File: src/ex_pkg.sv
package ex_pkg;

	// ------------------------------
	// operation and size encodings
	// ------------------------------

	// bit 0 doubles as shift direction, 1 is logical right
	typedef enum logic [2:0] {
		ALUK_ADD    = 3'd0,
		ALUK_OR     = 3'd1,
		ALUK_ADC    = 3'd2,
		ALUK_AND    = 3'd3,
		ALUK_SUB    = 3'd4,
		ALUK_XOR    = 3'd5,
		ALUK_NOT    = 3'd6,
		ALUK_PASS_B = 3'd7
	} aluk_e;

	// step is 1 << size
	typedef enum logic [1:0] {
		DSIZE_BYTE  = 2'd0,
		DSIZE_WORD  = 2'd1,
		DSIZE_DWORD = 2'd2,
		DSIZE_QWORD = 2'd3
	} dsize_e;

	// eflags bit positions
	localparam int FLAG_CF = 0;
	localparam int FLAG_AF = 4;
	localparam int FLAG_ZF = 6;
	localparam int FLAG_SF = 7;
	localparam int FLAG_DF = 10;

	// ------------------------------
	// bundles
	// ------------------------------

	typedef struct packed {
		aluk_e  aluk;
		dsize_e dsize;
		logic   is_alu32;
		logic   is_alu32_flags;
		logic   is_cmps_first;
		logic   is_cmps_second;
		logic   repne_steady;
		logic   is_repne;
		logic   is_cmpxchg;
		logic   is_xchg;
		logic   pass_a;
		logic   alu_to_b;
		logic   mux_sp_pop;
		logic   mux_cmps_pointer;
		logic   ld_gpr1;
		logic   ld_gpr2;
		logic   ld_gpr3;
		logic   ld_seg;
		logic   ld_mm;
		logic   dcache_write;
	} ex_ctrl_t;

	typedef struct packed {
		logic [31:0] a;
		logic [31:0] b;
		logic [31:0] c;
		logic [63:0] mm_a;
		logic [63:0] mm_b;
	} ex_operands_t;

	// mmx register seen as byte lanes or 16-bit lanes
	typedef union packed {
		logic [7:0][7:0]  lane8;
		logic [3:0][15:0] lane16;
	} mm_word_u;

	typedef struct packed {
		logic [31:0] alu_result;
		logic [31:0] alu_flags;
		logic [31:0] shift_result;
		logic [31:0] shift_flags;
		logic [31:0] count_minus_one;
		logic [31:0] sp_pop;
		logic [31:0] cmps_pointer;
		logic [63:0] mm_result;
	} ex_fu_out_t;

	typedef struct packed {
		logic [31:0] result_a;
		logic [31:0] result_b;
		logic [31:0] result_c;
		logic [31:0] flags;
		logic [63:0] result_mm;
		logic        ld_gpr1;
		logic        ld_gpr2;
		logic        ld_gpr3;
		logic        ld_seg;
		logic        ld_mm;
		logic        dcache_write;
	} wb_bundle_t;

endpackage

File: src/ex_alu32.sv
`timescale 1ns/1ps

module ex_alu32 (
	input  ex_pkg::aluk_e  aluk,
	input  ex_pkg::dsize_e dsize,
	input  logic [31:0]    a,
	input  logic [31:0]    b,
	input  logic           cf_in,
	input  logic           af_in,
	output logic [31:0]    result,
	output logic [31:0]    flags
);
	import ex_pkg::*;

	logic [31:0] mask;
	logic [4:0]  top;
	logic        adc_cin;
	logic [32:0] add_w;
	logic [32:0] sub_w;
	logic        carry_add;
	logic        cf;

	// operand width, qword falls back to dword
	always_comb begin
		case (dsize)
			DSIZE_BYTE: begin
				mask = 32'h0000_00ff;
				top  = 5'd7;
			end
			DSIZE_WORD: begin
				mask = 32'h0000_ffff;
				top  = 5'd15;
			end
			default: begin
				mask = 32'hffff_ffff;
				top  = 5'd31;
			end
		endcase
	end

	assign adc_cin = (aluk == ALUK_ADC) ? cf_in : 1'b0;

	// masked copies give carry and borrow at the chosen width
	assign add_w = {1'b0, a & mask} + {1'b0, b & mask} + 33'(adc_cin);
	assign sub_w = {1'b0, a & mask} - {1'b0, b & mask};

	always_comb begin
		case (dsize)
			DSIZE_BYTE: carry_add = add_w[8];
			DSIZE_WORD: carry_add = add_w[16];
			default:    carry_add = add_w[32];
		endcase
	end

	always_comb begin
		result = 32'd0;
		cf     = 1'b0;
		case (aluk)
			ALUK_ADD: begin
				result = a + b;
				cf     = carry_add;
			end
			ALUK_ADC: begin
				result = a + b + 32'(cf_in);
				cf     = carry_add;
			end
			ALUK_SUB: begin
				result = a - b;
				// borrow fills the upper bits of the masked difference
				cf     = sub_w[32];
			end
			ALUK_OR:     result = a | b;
			ALUK_AND:    result = a & b;
			ALUK_XOR:    result = a ^ b;
			ALUK_NOT:    result = ~a;
			ALUK_PASS_B: result = b;
			default:     result = 32'd0;
		endcase
	end

	always_comb begin
		flags          = 32'd0;
		flags[FLAG_CF] = cf;
		flags[FLAG_AF] = af_in;
		flags[FLAG_ZF] = ((result & mask) == 32'd0);
		flags[FLAG_SF] = result[top];
	end

endmodule

File: src/ex_functional_unit.sv
`timescale 1ns/1ps

module ex_functional_unit (
	input  ex_pkg::ex_ctrl_t     ctrl,
	input  ex_pkg::ex_operands_t ops,
	input  logic [31:0]          b_eff,
	input  logic [31:0]          count_eff,
	input  logic [31:0]          flags_fwd,
	output ex_pkg::ex_fu_out_t   fu
);
	import ex_pkg::*;

	logic [31:0] alu_result;
	logic [31:0] alu_flags;
	logic [63:0] mm_result;
	logic [4:0]  shamt;
	logic [32:0] shl_w;
	logic [32:0] shr_w;
	logic        shift_right;
	logic [31:0] shift_res;
	logic [31:0] shift_flags;
	logic [31:0] step;

	ex_alu32 alu32_inst (
		.aluk   (ctrl.aluk),
		.dsize  (ctrl.dsize),
		.a      (ops.a),
		.b      (b_eff),
		.cf_in  (flags_fwd[FLAG_CF]),
		.af_in  (flags_fwd[FLAG_AF]),
		.result (alu_result),
		.flags  (alu_flags)
	);

	ex_mmx_alu mmx_alu_inst (
		.dsize     (ctrl.dsize),
		.mm_a      (ops.mm_a),
		.mm_b      (ops.mm_b),
		.mm_result (mm_result)
	);

	// ------------------------------
	// shifter
	// ------------------------------

	// extra bit catches the last bit shifted out
	assign shamt       = ops.b[4:0];
	assign shift_right = ctrl.aluk[0];
	assign shl_w       = {1'b0, ops.a} << shamt;
	assign shr_w       = {ops.a, 1'b0} >> shamt;
	assign shift_res   = shift_right ? shr_w[32:1] : shl_w[31:0];

	always_comb begin
		shift_flags          = flags_fwd;
		shift_flags[FLAG_CF] = shift_right ? shr_w[0] : shl_w[32];
		shift_flags[FLAG_ZF] = (shift_res == 32'd0);
		shift_flags[FLAG_SF] = shift_res[31];
	end

	// ------------------------------
	// pointer and count arithmetic
	// ------------------------------

	// 1, 2, 4 or 8 bytes
	assign step = 32'd1 << ctrl.dsize;

	always_comb begin
		fu.alu_result      = alu_result;
		fu.alu_flags       = alu_flags;
		fu.shift_result    = shift_res;
		fu.shift_flags     = shift_flags;
		fu.count_minus_one = count_eff - 32'd1;
		fu.sp_pop          = ops.c + step;
		// df set walks the strings downward
		fu.cmps_pointer    = flags_fwd[FLAG_DF] ? (b_eff - step) : (b_eff + step);
		fu.mm_result       = mm_result;
	end

endmodule

File: src/ex_mmx_alu.sv
`timescale 1ns/1ps

module ex_mmx_alu (
	input  ex_pkg::dsize_e dsize,
	input  logic [63:0]    mm_a,
	input  logic [63:0]    mm_b,
	output logic [63:0]    mm_result
);
	import ex_pkg::*;

	mm_word_u op_a;
	mm_word_u op_b;
	mm_word_u sum8;
	mm_word_u sum16;

	assign op_a = mm_a;
	assign op_b = mm_b;

	// byte lanes, carries dropped at each lane edge
	always_comb begin
		for (int i = 0; i < 8; i++) begin
			sum8.lane8[i] = op_a.lane8[i] + op_b.lane8[i];
		end
	end

	// 16-bit lanes
	always_comb begin
		for (int i = 0; i < 4; i++) begin
			sum16.lane16[i] = op_a.lane16[i] + op_b.lane16[i];
		end
	end

	// anything wider than a byte runs as word lanes
	assign mm_result = (dsize == DSIZE_BYTE) ? sum8 : sum16;

endmodule

File: src/ex_operand_select.sv
`timescale 1ns/1ps

module ex_operand_select (
	input  logic                 clk,
	input  logic                 rst,
	input  logic                 ld_en,
	input  logic                 valid,
	input  ex_pkg::ex_ctrl_t     ctrl,
	input  ex_pkg::ex_operands_t ops,
	input  logic [31:0]          count_fwd,
	output logic [31:0]          b_eff,
	output logic [31:0]          count_eff
);
	import ex_pkg::*;

	// first cmps uop leaves its a operand here
	logic [31:0] cmps_temp;
	logic        cmps_load;

	// only load when the uop actually moves into wb
	assign cmps_load = ctrl.is_cmps_first && valid && ld_en;

	always_ff @(posedge clk) begin
		if (rst) begin
			cmps_temp <= 32'd0;
		end else if (cmps_load) begin
			cmps_temp <= ops.a;
		end
	end

	// second uop compares against the saved operand
	assign b_eff = ctrl.is_cmps_second ? cmps_temp : ops.b;

	// repne steady state uses the forwarded count
	assign count_eff = ctrl.repne_steady ? count_fwd : ops.c;

	// the two halves of a cmps never arrive as one uop
	a_cmps_exclusive: assert property (
		@(posedge clk) disable iff (rst)
		valid |-> !(ctrl.is_cmps_first && ctrl.is_cmps_second)
	);

endmodule

File: src/ex_result_select.sv
`timescale 1ns/1ps

module ex_result_select (
	input  ex_pkg::ex_ctrl_t     ctrl,
	input  ex_pkg::ex_operands_t ops,
	input  logic                 valid,
	input  ex_pkg::ex_fu_out_t   fu,
	output ex_pkg::wb_bundle_t   wb_next
);
	import ex_pkg::*;

	logic zf;
	logic ld_gpr1_x;
	logic ld_gpr2_x;
	logic dcache_write_x;

	assign zf = fu.alu_flags[FLAG_ZF];

	// cmpxchg writes the destination only on a match, else loads the accumulator
	always_comb begin
		if (ctrl.is_cmpxchg) begin
			ld_gpr1_x      = ctrl.ld_gpr1 && zf;
			dcache_write_x = ctrl.dcache_write && zf;
			ld_gpr2_x      = !zf;
		end else begin
			ld_gpr1_x      = ctrl.ld_gpr1;
			dcache_write_x = ctrl.dcache_write;
			ld_gpr2_x      = ctrl.ld_gpr2;
		end
	end

	always_comb begin
		// result a, first match wins
		if (ctrl.is_alu32)                             wb_next.result_a = fu.alu_result;
		else if (ctrl.is_cmps_first || ctrl.is_xchg)   wb_next.result_a = ops.b;
		else if (ctrl.pass_a)                          wb_next.result_a = ops.a;
		else if (ctrl.is_cmpxchg)                      wb_next.result_a = ops.c;
		else                                           wb_next.result_a = fu.shift_result;

		// result b
		if (ctrl.mux_cmps_pointer)                     wb_next.result_b = fu.cmps_pointer;
		else if (ctrl.alu_to_b)                        wb_next.result_b = fu.alu_result;
		else if (ctrl.is_cmpxchg || ctrl.is_xchg)      wb_next.result_b = ops.a;
		else                                           wb_next.result_b = ops.b;

		// result c, count on the second cmps uop
		if (ctrl.is_cmps_second)                       wb_next.result_c = fu.count_minus_one;
		else if (ctrl.mux_sp_pop)                      wb_next.result_c = fu.sp_pop;
		else                                           wb_next.result_c = ops.c;

		wb_next.flags     = ctrl.is_alu32_flags ? fu.alu_flags : fu.shift_flags;
		wb_next.result_mm = fu.mm_result;

		// nothing writes back from a bubble
		wb_next.ld_gpr1      = ld_gpr1_x && valid;
		wb_next.ld_gpr2      = ld_gpr2_x && valid;
		wb_next.ld_gpr3      = ctrl.ld_gpr3 && valid;
		wb_next.ld_seg       = ctrl.ld_seg && valid;
		wb_next.ld_mm        = ctrl.ld_mm && valid;
		wb_next.dcache_write = dcache_write_x && valid;
	end

endmodule

File: src/ex_stage.sv
`timescale 1ns/1ps

module ex_stage (
	input  logic                 clk,
	input  logic                 rst,
	input  logic                 ex_v,
	input  ex_pkg::ex_ctrl_t     ex_ctrl,
	input  ex_pkg::ex_operands_t ex_ops,
	input  logic [31:0]          count_fwd,
	input  logic [31:0]          flags_fwd,
	input  logic                 repne_terminate,
	input  logic                 wb_stall,
	output logic                 ex_ld_latch,
	output logic                 wb_v,
	output ex_pkg::wb_bundle_t   wb
);
	import ex_pkg::*;

	logic [31:0] b_eff;
	logic [31:0] count_eff;
	ex_fu_out_t  fu;
	wb_bundle_t  wb_next;
	logic        wb_v_next;

	// uop is consumed whenever wb is not stalled
	assign ex_ld_latch = !wb_stall;

	// repne iterations only retire on the terminating pass
	assign wb_v_next = ex_v && (!ex_ctrl.is_repne || repne_terminate);

	ex_operand_select operand_select_inst (
		.clk       (clk),
		.rst       (rst),
		.ld_en     (ex_ld_latch),
		.valid     (ex_v),
		.ctrl      (ex_ctrl),
		.ops       (ex_ops),
		.count_fwd (count_fwd),
		.b_eff     (b_eff),
		.count_eff (count_eff)
	);

	ex_functional_unit functional_unit_inst (
		.ctrl      (ex_ctrl),
		.ops       (ex_ops),
		.b_eff     (b_eff),
		.count_eff (count_eff),
		.flags_fwd (flags_fwd),
		.fu        (fu)
	);

	ex_result_select result_select_inst (
		.ctrl    (ex_ctrl),
		.ops     (ex_ops),
		.valid   (wb_v_next),
		.fu      (fu),
		.wb_next (wb_next)
	);

	// ------------------------------
	// writeback latch
	// ------------------------------

	always_ff @(posedge clk) begin
		if (rst) begin
			wb_v            <= 1'b0;
			wb.ld_gpr1      <= 1'b0;
			wb.ld_gpr2      <= 1'b0;
			wb.ld_gpr3      <= 1'b0;
			wb.ld_seg       <= 1'b0;
			wb.ld_mm        <= 1'b0;
			wb.dcache_write <= 1'b0;
		end else if (ex_ld_latch) begin
			wb_v <= wb_v_next;
			wb   <= wb_next;
		end
	end

	a_wb_enables_valid: assert property (
		@(posedge clk) disable iff (rst)
		!wb_v |-> !(wb.ld_gpr1 || wb.ld_gpr2 || wb.ld_gpr3 ||
			wb.ld_seg || wb.ld_mm || wb.dcache_write)
	);

endmodule

File: config.mk
export PLATFORM = sky130hd
export DESIGN_NAME = ex_stage
export DESIGN_NICKNAME = d
export VERILOG_FILES = /design/src/ex_pkg.sv /design/src/ex_alu32.sv /design/src/ex_functional_unit.sv /design/src/ex_mmx_alu.sv /design/src/ex_operand_select.sv /design/src/ex_result_select.sv /design/src/ex_stage.sv
export SDC_FILE = /design/constraint.sdc
export NUM_CORES = 1
export LEC_CHECK = 0
export BUFFER_PORTS_ARGS = -buffer_cell sky130_fd_sc_hd__buf_2
export CAP_MARGIN = 0
export CORE_AREA = 3 3 305 307
export CTS_CLUSTER_DIAMETER = 40
export DETAILED_ROUTE_END_ITERATION = 10
export DIE_AREA = 0 0 308 310
export GPL_TIMING_DRIVEN = 1
export PLACE_DENSITY = 0.65
export SLEW_MARGIN = 10
export SYNTH_ARGS = -nofsm -noshare
export SYNTH_HDL_FRONTEND = slang
export SYNTH_HIERARCHICAL = 1
export SYNTH_SLANG_ARGS = --single-unit
File: constraint.sdc
create_clock -name clk -period 6.63 [get_ports clk]
set_input_delay 0.663 -clock clk [delete_from_list [all_inputs] [get_ports clk]]
set_output_delay 0.663 -clock clk [all_outputs]
set_load 0.01 [all_outputs]
==> results.md, run 1 <==
* Pin count of the biggest net entering global routing at 99
* CP arrival at 6300 ps
* Die area at 0.0955 mm2
* Worst hold slack at 321 ps
* Hold/Removal Path Class: input pin to flop
* Core Footprint at 0.0903 mm2
* Post-synth cell types at 110
* Async SR Flop Fraction at 0
* Static leakage at 15.3 nW
* Layout Nets at 4747
* Post-layout util at 0.405
* Share of Yosys cell area claimed by the top area cell type at 0.182
* Die Ht at 310 um
* Worst-path cell chain: buf_4 > buf_12 > mux2_2 > inv_1 > ha_1 > buf_4 > or4_1 > or3_1 > a21oi_1 > o31ai_1 > o31a_1 > or3_1 > o21ai_1 > a2bb2oi_1 > a2111o_1 > a2111oi_2 > buf_4 > o21ai_1 > o31ai_2 > buf_4 > nand2b_1 > a21boi_1 > mux2i_1 > nor2_1
* Status: completed
* Sum of buffers and inverters on the critical path at 6
* Initial Util at 0.351
* Synth top area cells: edfxtp_1, ha_1, mux4_2, mux2i_1, a21oi_1
* Final wirelength at 129 mm
* Clk sink count at 231
* CP delay by family, top: compound AO/OA/AOI/OAI gates
* Hold-fix buffers, CTS at 0
* Clock skew at 27.7 ps
* First-pass GRT wire length at 186 mm
* Area Overhead vs Synth at 15.4%
* Fin crit share at 0.885
* Final TNS setup at 0 ps
* Worst Path Required at 7070 ps
* Share of layout cells above drive strength 1 at 0.226
* CP startpoint kind: input pin
* RSZ-0062 raised after global routing: false
* Fill count at 9100
* Grt ovf at 0
* Peak supply drop at 0.164 mV
* Final Wtd Congestion at 1.02
* CTS clk-pin slew, worst paths at 60 ps
* R2r setup slk at 830 ps
* Max cap viols at 0
* Critical Path Max Stage Delay at 520 ps
* Total number of yosys warnings at 6
* H-Tree Depth at 2
* FF+latch count, synth at 231
* CTS Buffer Depth at 3
* CP endpoint kind: flop
* CTS-repair resized insts at 0
* CTS tree: built
* Most used cell, CP: buf_4
* DR pass1 iterations at 6
* Overall Global Routing Usage at 0.254
* Critical path peak fanout at 10
* Post-DRT Antenna Nets at 0
* Post-synth EDFFs at 192
* Cts bufs inserted at 44
* Post-Syn Instances at 3781
* Post-synth design cell area at 0.0317 mm2
* Kind of critical path: input pin to flop
* Final setup viols at 0
* Maximum clock rate at 0.170 GHz
* Vias/cell at 5.90
* Port bufs at 513
* Hold Fails Final Rpt at 0
* I/O pin count at 516
* Pwr Density at 188 mW/mm2
* Initial antenna violation count at 28
* Final min period at 5870 ps
* Residual DRC count at 0
* DR WL/cell at 23.8 um
* Clock Tree Root: clkbuf_16
* DR iter-0 viols at 3915
* Post-synthesis sequential area ratio at 0.207
* Syn avg cell area at 8.38 um2
* Post-DP HPWL at 102 mm
* Vias in the first global route at 29200
* Die Wd at 308 um
* Least-Margin Pin Slew at 1160 ps
* Most common cell after layout, fill and taps aside: buf_2
* Top FF cell, synth: edfxtp_1
* Setup repair bufs after CTS at 0
* Area leader, netlist: edfxtp_1
* Slew margin rel. at 0.226
* Slowest-stage cell, CP: or4_1
* Commonest non-fill, non-tap cells in the layout: buf_2, nand2_1, nor2_1, a21oi_1, ha_1
* Max-slew violations at 0
* Core Rows at 110
* Vias after detailed routing at 31900
* Worst-Skew Late Latency at 590 ps
kinds of logic after synthesis:
| family | synth area share |
|---|---|
| simple gates | 0.192 |
| compound gates | 0.223 |
| buf+inv | 0.0860 |
| mux | 0.143 |
| fa+ha+maj | 0.101 |
| flops | 0.207 |
| xor+xnor | 0.0481 |
| other cells | 0.000118 |
state kept, by name, indices dropped and copies added, names as in the netlist:
signal / flops
wb_v: 1
wb: 198
operand_select_inst/cmps_temp: 32
metal layers:
layer / track usage / share of wire / wire length [um]
met1: 0.342 / 0.42 / 53600
met4: 0.0814 / 0.034 / 4400
met5: 0 / 0.0010 / 134
met2: 0.409 / 0.45 / 57800
met3: 0.0534 / 0.099 / 12800
stage by stage:
step	setup WS, ps	std cells	instance area (um2)	power, mW
6_report	764	5408	36500	6.86
5_1_grt	444	5399	36500	7.19
4_1_cts	842	5393	36500	6.85
3_5_place_dp	239	5311	35000	4.52
3_3_place_gp	258	5311	35000	4.51
2_1_floorplan	334	3808	31800	3.68
final cells by class:
class	instances	area, um2	share of cell area
Antenna cell	15	37.5	0.00103
Clock buffer	49	1140	0.0312
Clock inverter	33	357	0.00976
Inverter	191	717	0.0196
Multi-Input combinational cell	3048	22500	0.616
Sequential cell	231	6550	0.179
Tap cell	1176	1470	0.0403
Timing Repair Buffer	665	3750	0.103
Yosys cell counts, types with 17 or more instances:
cell / count
o31ai_1: 54
xor2_1: 55
mux4_2: 67
mux2_2: 79
buf_4: 136
nor3_1: 64
o211ai_1: 58
a21o_1: 52
a21oi_1: 255
o21a_1: 63
ha_1: 239
or3_1: 26
inv_1: 184
nor4_1: 31
nand2b_1: 136
mux2i_1: 132
nor2b_1: 100
and3_1: 27
a211o_1: 18
buf_2: 47
nor2_1: 282
dfxtp_1: 39
edfxtp_1: 192
or2_2: 22
or4_1: 17
o22ai_1: 24
nand4_1: 35
xnor2_1: 119
nand2_1: 287
mux2_1: 66
nand3_1: 70
and2_1: 41
o21ai_0: 169
a31oi_1: 36
a211oi_1: 81
buf_1: 17
o21bai_1: 19
clkbuf_1: 119
final timing paths:
kind / cells after the start / from / to
max: 24 / ex_ctrl[14] / wb[4]$_SDFFE_PP0N_
min reg2reg: 2 / operand_select_inst/cmps_temp[25]$_SDFFE_PP0P_ / operand_select_inst/cmps_temp[25]$_SDFFE_PP0P_
min: 2 / ex_v / wb_v$_SDFFE_PP0N_
max reg2reg: 22 / operand_select_inst/cmps_temp[0]$_SDFFE_PP0P_ / wb[4]$_SDFFE_PP0N_
where the power goes:
part / switching, mW / internal (mW) / leakage, nW / total, mW
Combinational: 1.73 / 1.08 / 12.5 / 2.81
Clock: 0.916 / 1.37 / 0.729 / 2.29
Sequential: 0.0355 / 1.73 / 2.12 / 1.77
Total: 2.68 / 4.18 / 15.3 / 6.86
No activity file was read; power rests on OpenSTA's default activity.
==> inputs of run 2 (changes only) <==
--- a/config.mk
+++ b/config.mk
@@ -5,14 +5,15 @@
 export SDC_FILE = /design/constraint.sdc
 export NUM_CORES = 1
 export LEC_CHECK = 0
+export ABC_AREA = 1
 export BUFFER_PORTS_ARGS = -buffer_cell sky130_fd_sc_hd__buf_2
 export CAP_MARGIN = 0
-export CORE_AREA = 3 3 305 307
+export CORE_AREA = 3 3 313 315
 export CTS_CLUSTER_DIAMETER = 40
 export DETAILED_ROUTE_END_ITERATION = 10
-export DIE_AREA = 0 0 308 310
+export DIE_AREA = 0 0 316 318
 export GPL_TIMING_DRIVEN = 1
-export PLACE_DENSITY = 0.65
+export PLACE_DENSITY = 0.64
 export SLEW_MARGIN = 10
 export SYNTH_ARGS = -nofsm -noshare
 export SYNTH_HDL_FRONTEND = slang
==> results.md, run 2 <==
* Status: completed
* Async SR Flop Fraction at 0
* CTS-repair resized insts at 0
* CP endpoint kind: flop
* Top FF cell, synth: edfxtp_1
* Final wirelength at 152 mm
* Setup repair bufs after CTS at 0
* CTS Buffer Depth at 3
* Pwr Density at 197 mW/mm2
* CTS tree: built
* Most flops, register: wb
* Share of layout cells above drive strength 1 at 0.158
* Final min period at 5450 ps
* I/O pin count at 516
* Die Ht at 318 um
* Post-synth design cell area at 0.0333 mm2
* Static leakage at 19.4 nW
* Post-Syn Instances at 5471
* Area leader, netlist: edfxtp_1
* Peak supply drop at 0.211 mV
* Clk sink count at 231
* Max FFs per register at 198
* First-pass GRT wire length at 221 mm
* DR WL/cell at 21.3 um
* Top flop regs: wb: 198 flops, operand_select_inst/cmps_temp: 32 flops, wb_v: 1 flops
* Sum of buffers and inverters on the critical path at 5
* Die Wd at 316 um
* Overall Global Routing Usage at 0.290
* Vias after detailed routing at 38300
* Hold-fix buffers, CTS at 0
* Hold/Removal Path Class: input pin to flop
* Share of Yosys cell area claimed by the top area cell type at 0.173
* Clock skew at 27.2 ps
* Vias/cell at 5.38
* Final setup viols at 0
* Port bufs at 513
* Worst Path Required at 7130 ps
* Final Wtd Congestion at 1.04
* Cts bufs inserted at 49
* Post-layout util at 0.397
* Least-Margin Pin Slew at 1260 ps
* Slowest-stage cell, CP: ha_1
* Commonest non-fill, non-tap cells in the layout: nand2_1, nand3_1, inv_1, nor2_1, buf_2
* Most common cell after layout, fill and taps aside: nand2_1
* Initial Util at 0.350
* Final TNS setup at 0 ps
* Top post-synthesis cells by count: nand2_1, nand3_1, nor2_1
* Post-DRT Antenna Nets at 0
* Fill count at 10300
* Post-synth cell types at 69
* Max-slew violations at 0
* Post-DP HPWL at 121 mm
* Die area at 0.100 mm2
* Clock Tree Root: clkbuf_16
* Area of the multi-input gates at 0.0221 mm2
* Synth top area cells: edfxtp_1, nand2_1, nand3_1, ha_1, nor2_1
* Max cap viols at 0
* Total number of yosys warnings at 6
* Post-synthesis sequential area ratio at 0.197
* Core Footprint at 0.0952 mm2
* CP startpoint kind: input pin
* Pin count of the biggest net entering global routing at 100
* Vias in the first global route at 35100
* Core Rows at 113
* Residual DRC count at 0
* Grt ovf at 0
* Final Power at 7.45 mW
* Area Overhead vs Synth at 13.6%
* Fin crit share at 0.821
* Maximum clock rate at 0.184 GHz
* CP arrival at 5950 ps
* Critical path peak fanout at 57
* RSZ-0062 raised after global routing: false
* Register area at 0.00655 mm2
* CP delay by family, top: simple AND/OR/NAND/NOR gates
* Kind of critical path: input pin to flop
* Hold Fails Final Rpt at 0
* Layout Nets at 6364
* Most used cell, CP: nand2_1
* Most frequent cell after synthesis: nand2_1
* FF+latch count, synth at 231
* H-Tree Depth at 2
* Syn avg cell area at 6.08 um2
* Worst-Skew Late Latency at 610 ps
* Post-synth EDFFs at 192
* DR iter-0 viols at 4405
* Slew margin rel. at 0.160
* DR pass1 iterations at 7
* Initial antenna violation count at 17
* CTS clk-pin slew, worst paths at 60 ps
* Critical Path Max Stage Delay at 550 ps
[run 2: per-layer routing]
layer	vias to the layer above	track usage	routed length (um)
met4	10	0.120	7080
met2	1976	0.438	64300
li1	18300	-	-
met3	357	0.0690	16400
met1	17600	0.395	64000
met5	-	0	65
[run 2: power breakdown]
group | internal (mW) | switching [mW] | leakage, nW
logic | 0.926 | 2.14 | 16.4
registers | 1.73 | 0.0339 | 2.12
clock network | 1.59 | 1.02 | 0.840
total | 4.25 | 3.20 | 19.4
[run 2: final timing paths]
kind / startpoint / endpoint / slack [ps] / cells after the start
max: ex_ctrl[14] / wb[4]$_SDFFE_PP0N_ / 1180 / 29
min: ex_ops[0] / wb[6]$_DFFE_PP_ / 340 / 2
max reg2reg: operand_select_inst/cmps_temp[0]$_SDFFE_PP0P_ / wb[4]$_SDFFE_PP0N_ / 1590 / 31
min reg2reg: wb[4]$_SDFFE_PP0N_ / wb[4]$_SDFFE_PP0N_ / 490 / 2
[run 2: kinds of logic after synthesis]
group           synth area share
mux                       0.0108
buf+inv                    0.143
xor+xnor                  0.0340
simple gates               0.413
compound gates             0.106
fa+ha+maj                 0.0965
flops                      0.197
other cells             0.000113
[run 2: area by class of cell]
cell class                      instances  share of cell area
Antenna cell                           13            0.000860
Inverter                              717              0.0715
Timing Repair Buffer                  582              0.0820
Clock inverter                         41              0.0135
Multi-Input combinational cell       4217               0.584
Tap cell                             1265              0.0419
Clock buffer                           51              0.0329
Sequential cell                       231               0.173
[run 2: through the flow]
stage / hold slack [ps] / instance area (um2) / std cells / worst slack, ps
floorplan: 495 / 33400 / 5498 / 354
detailed placement: 489 / 36000 / 7012 / 763
global route: 326 / 37800 / 7112 / 759
global placement: 476 / 36000 / 7012 / 790
finish: 337 / 37800 / 7117 / 1180
CTS: 307 / 37800 / 7104 / 1350
[run 2: worst register-to-register path, delay by kind of cell (launching register included)]
kind	cells	cell delay (ps)
AOI/OAI and AO/OA	3	370
DFF	1	310
adders and majority gates	2	720
and+or+nand+nor	19	2610
buffers and inverters	7	960
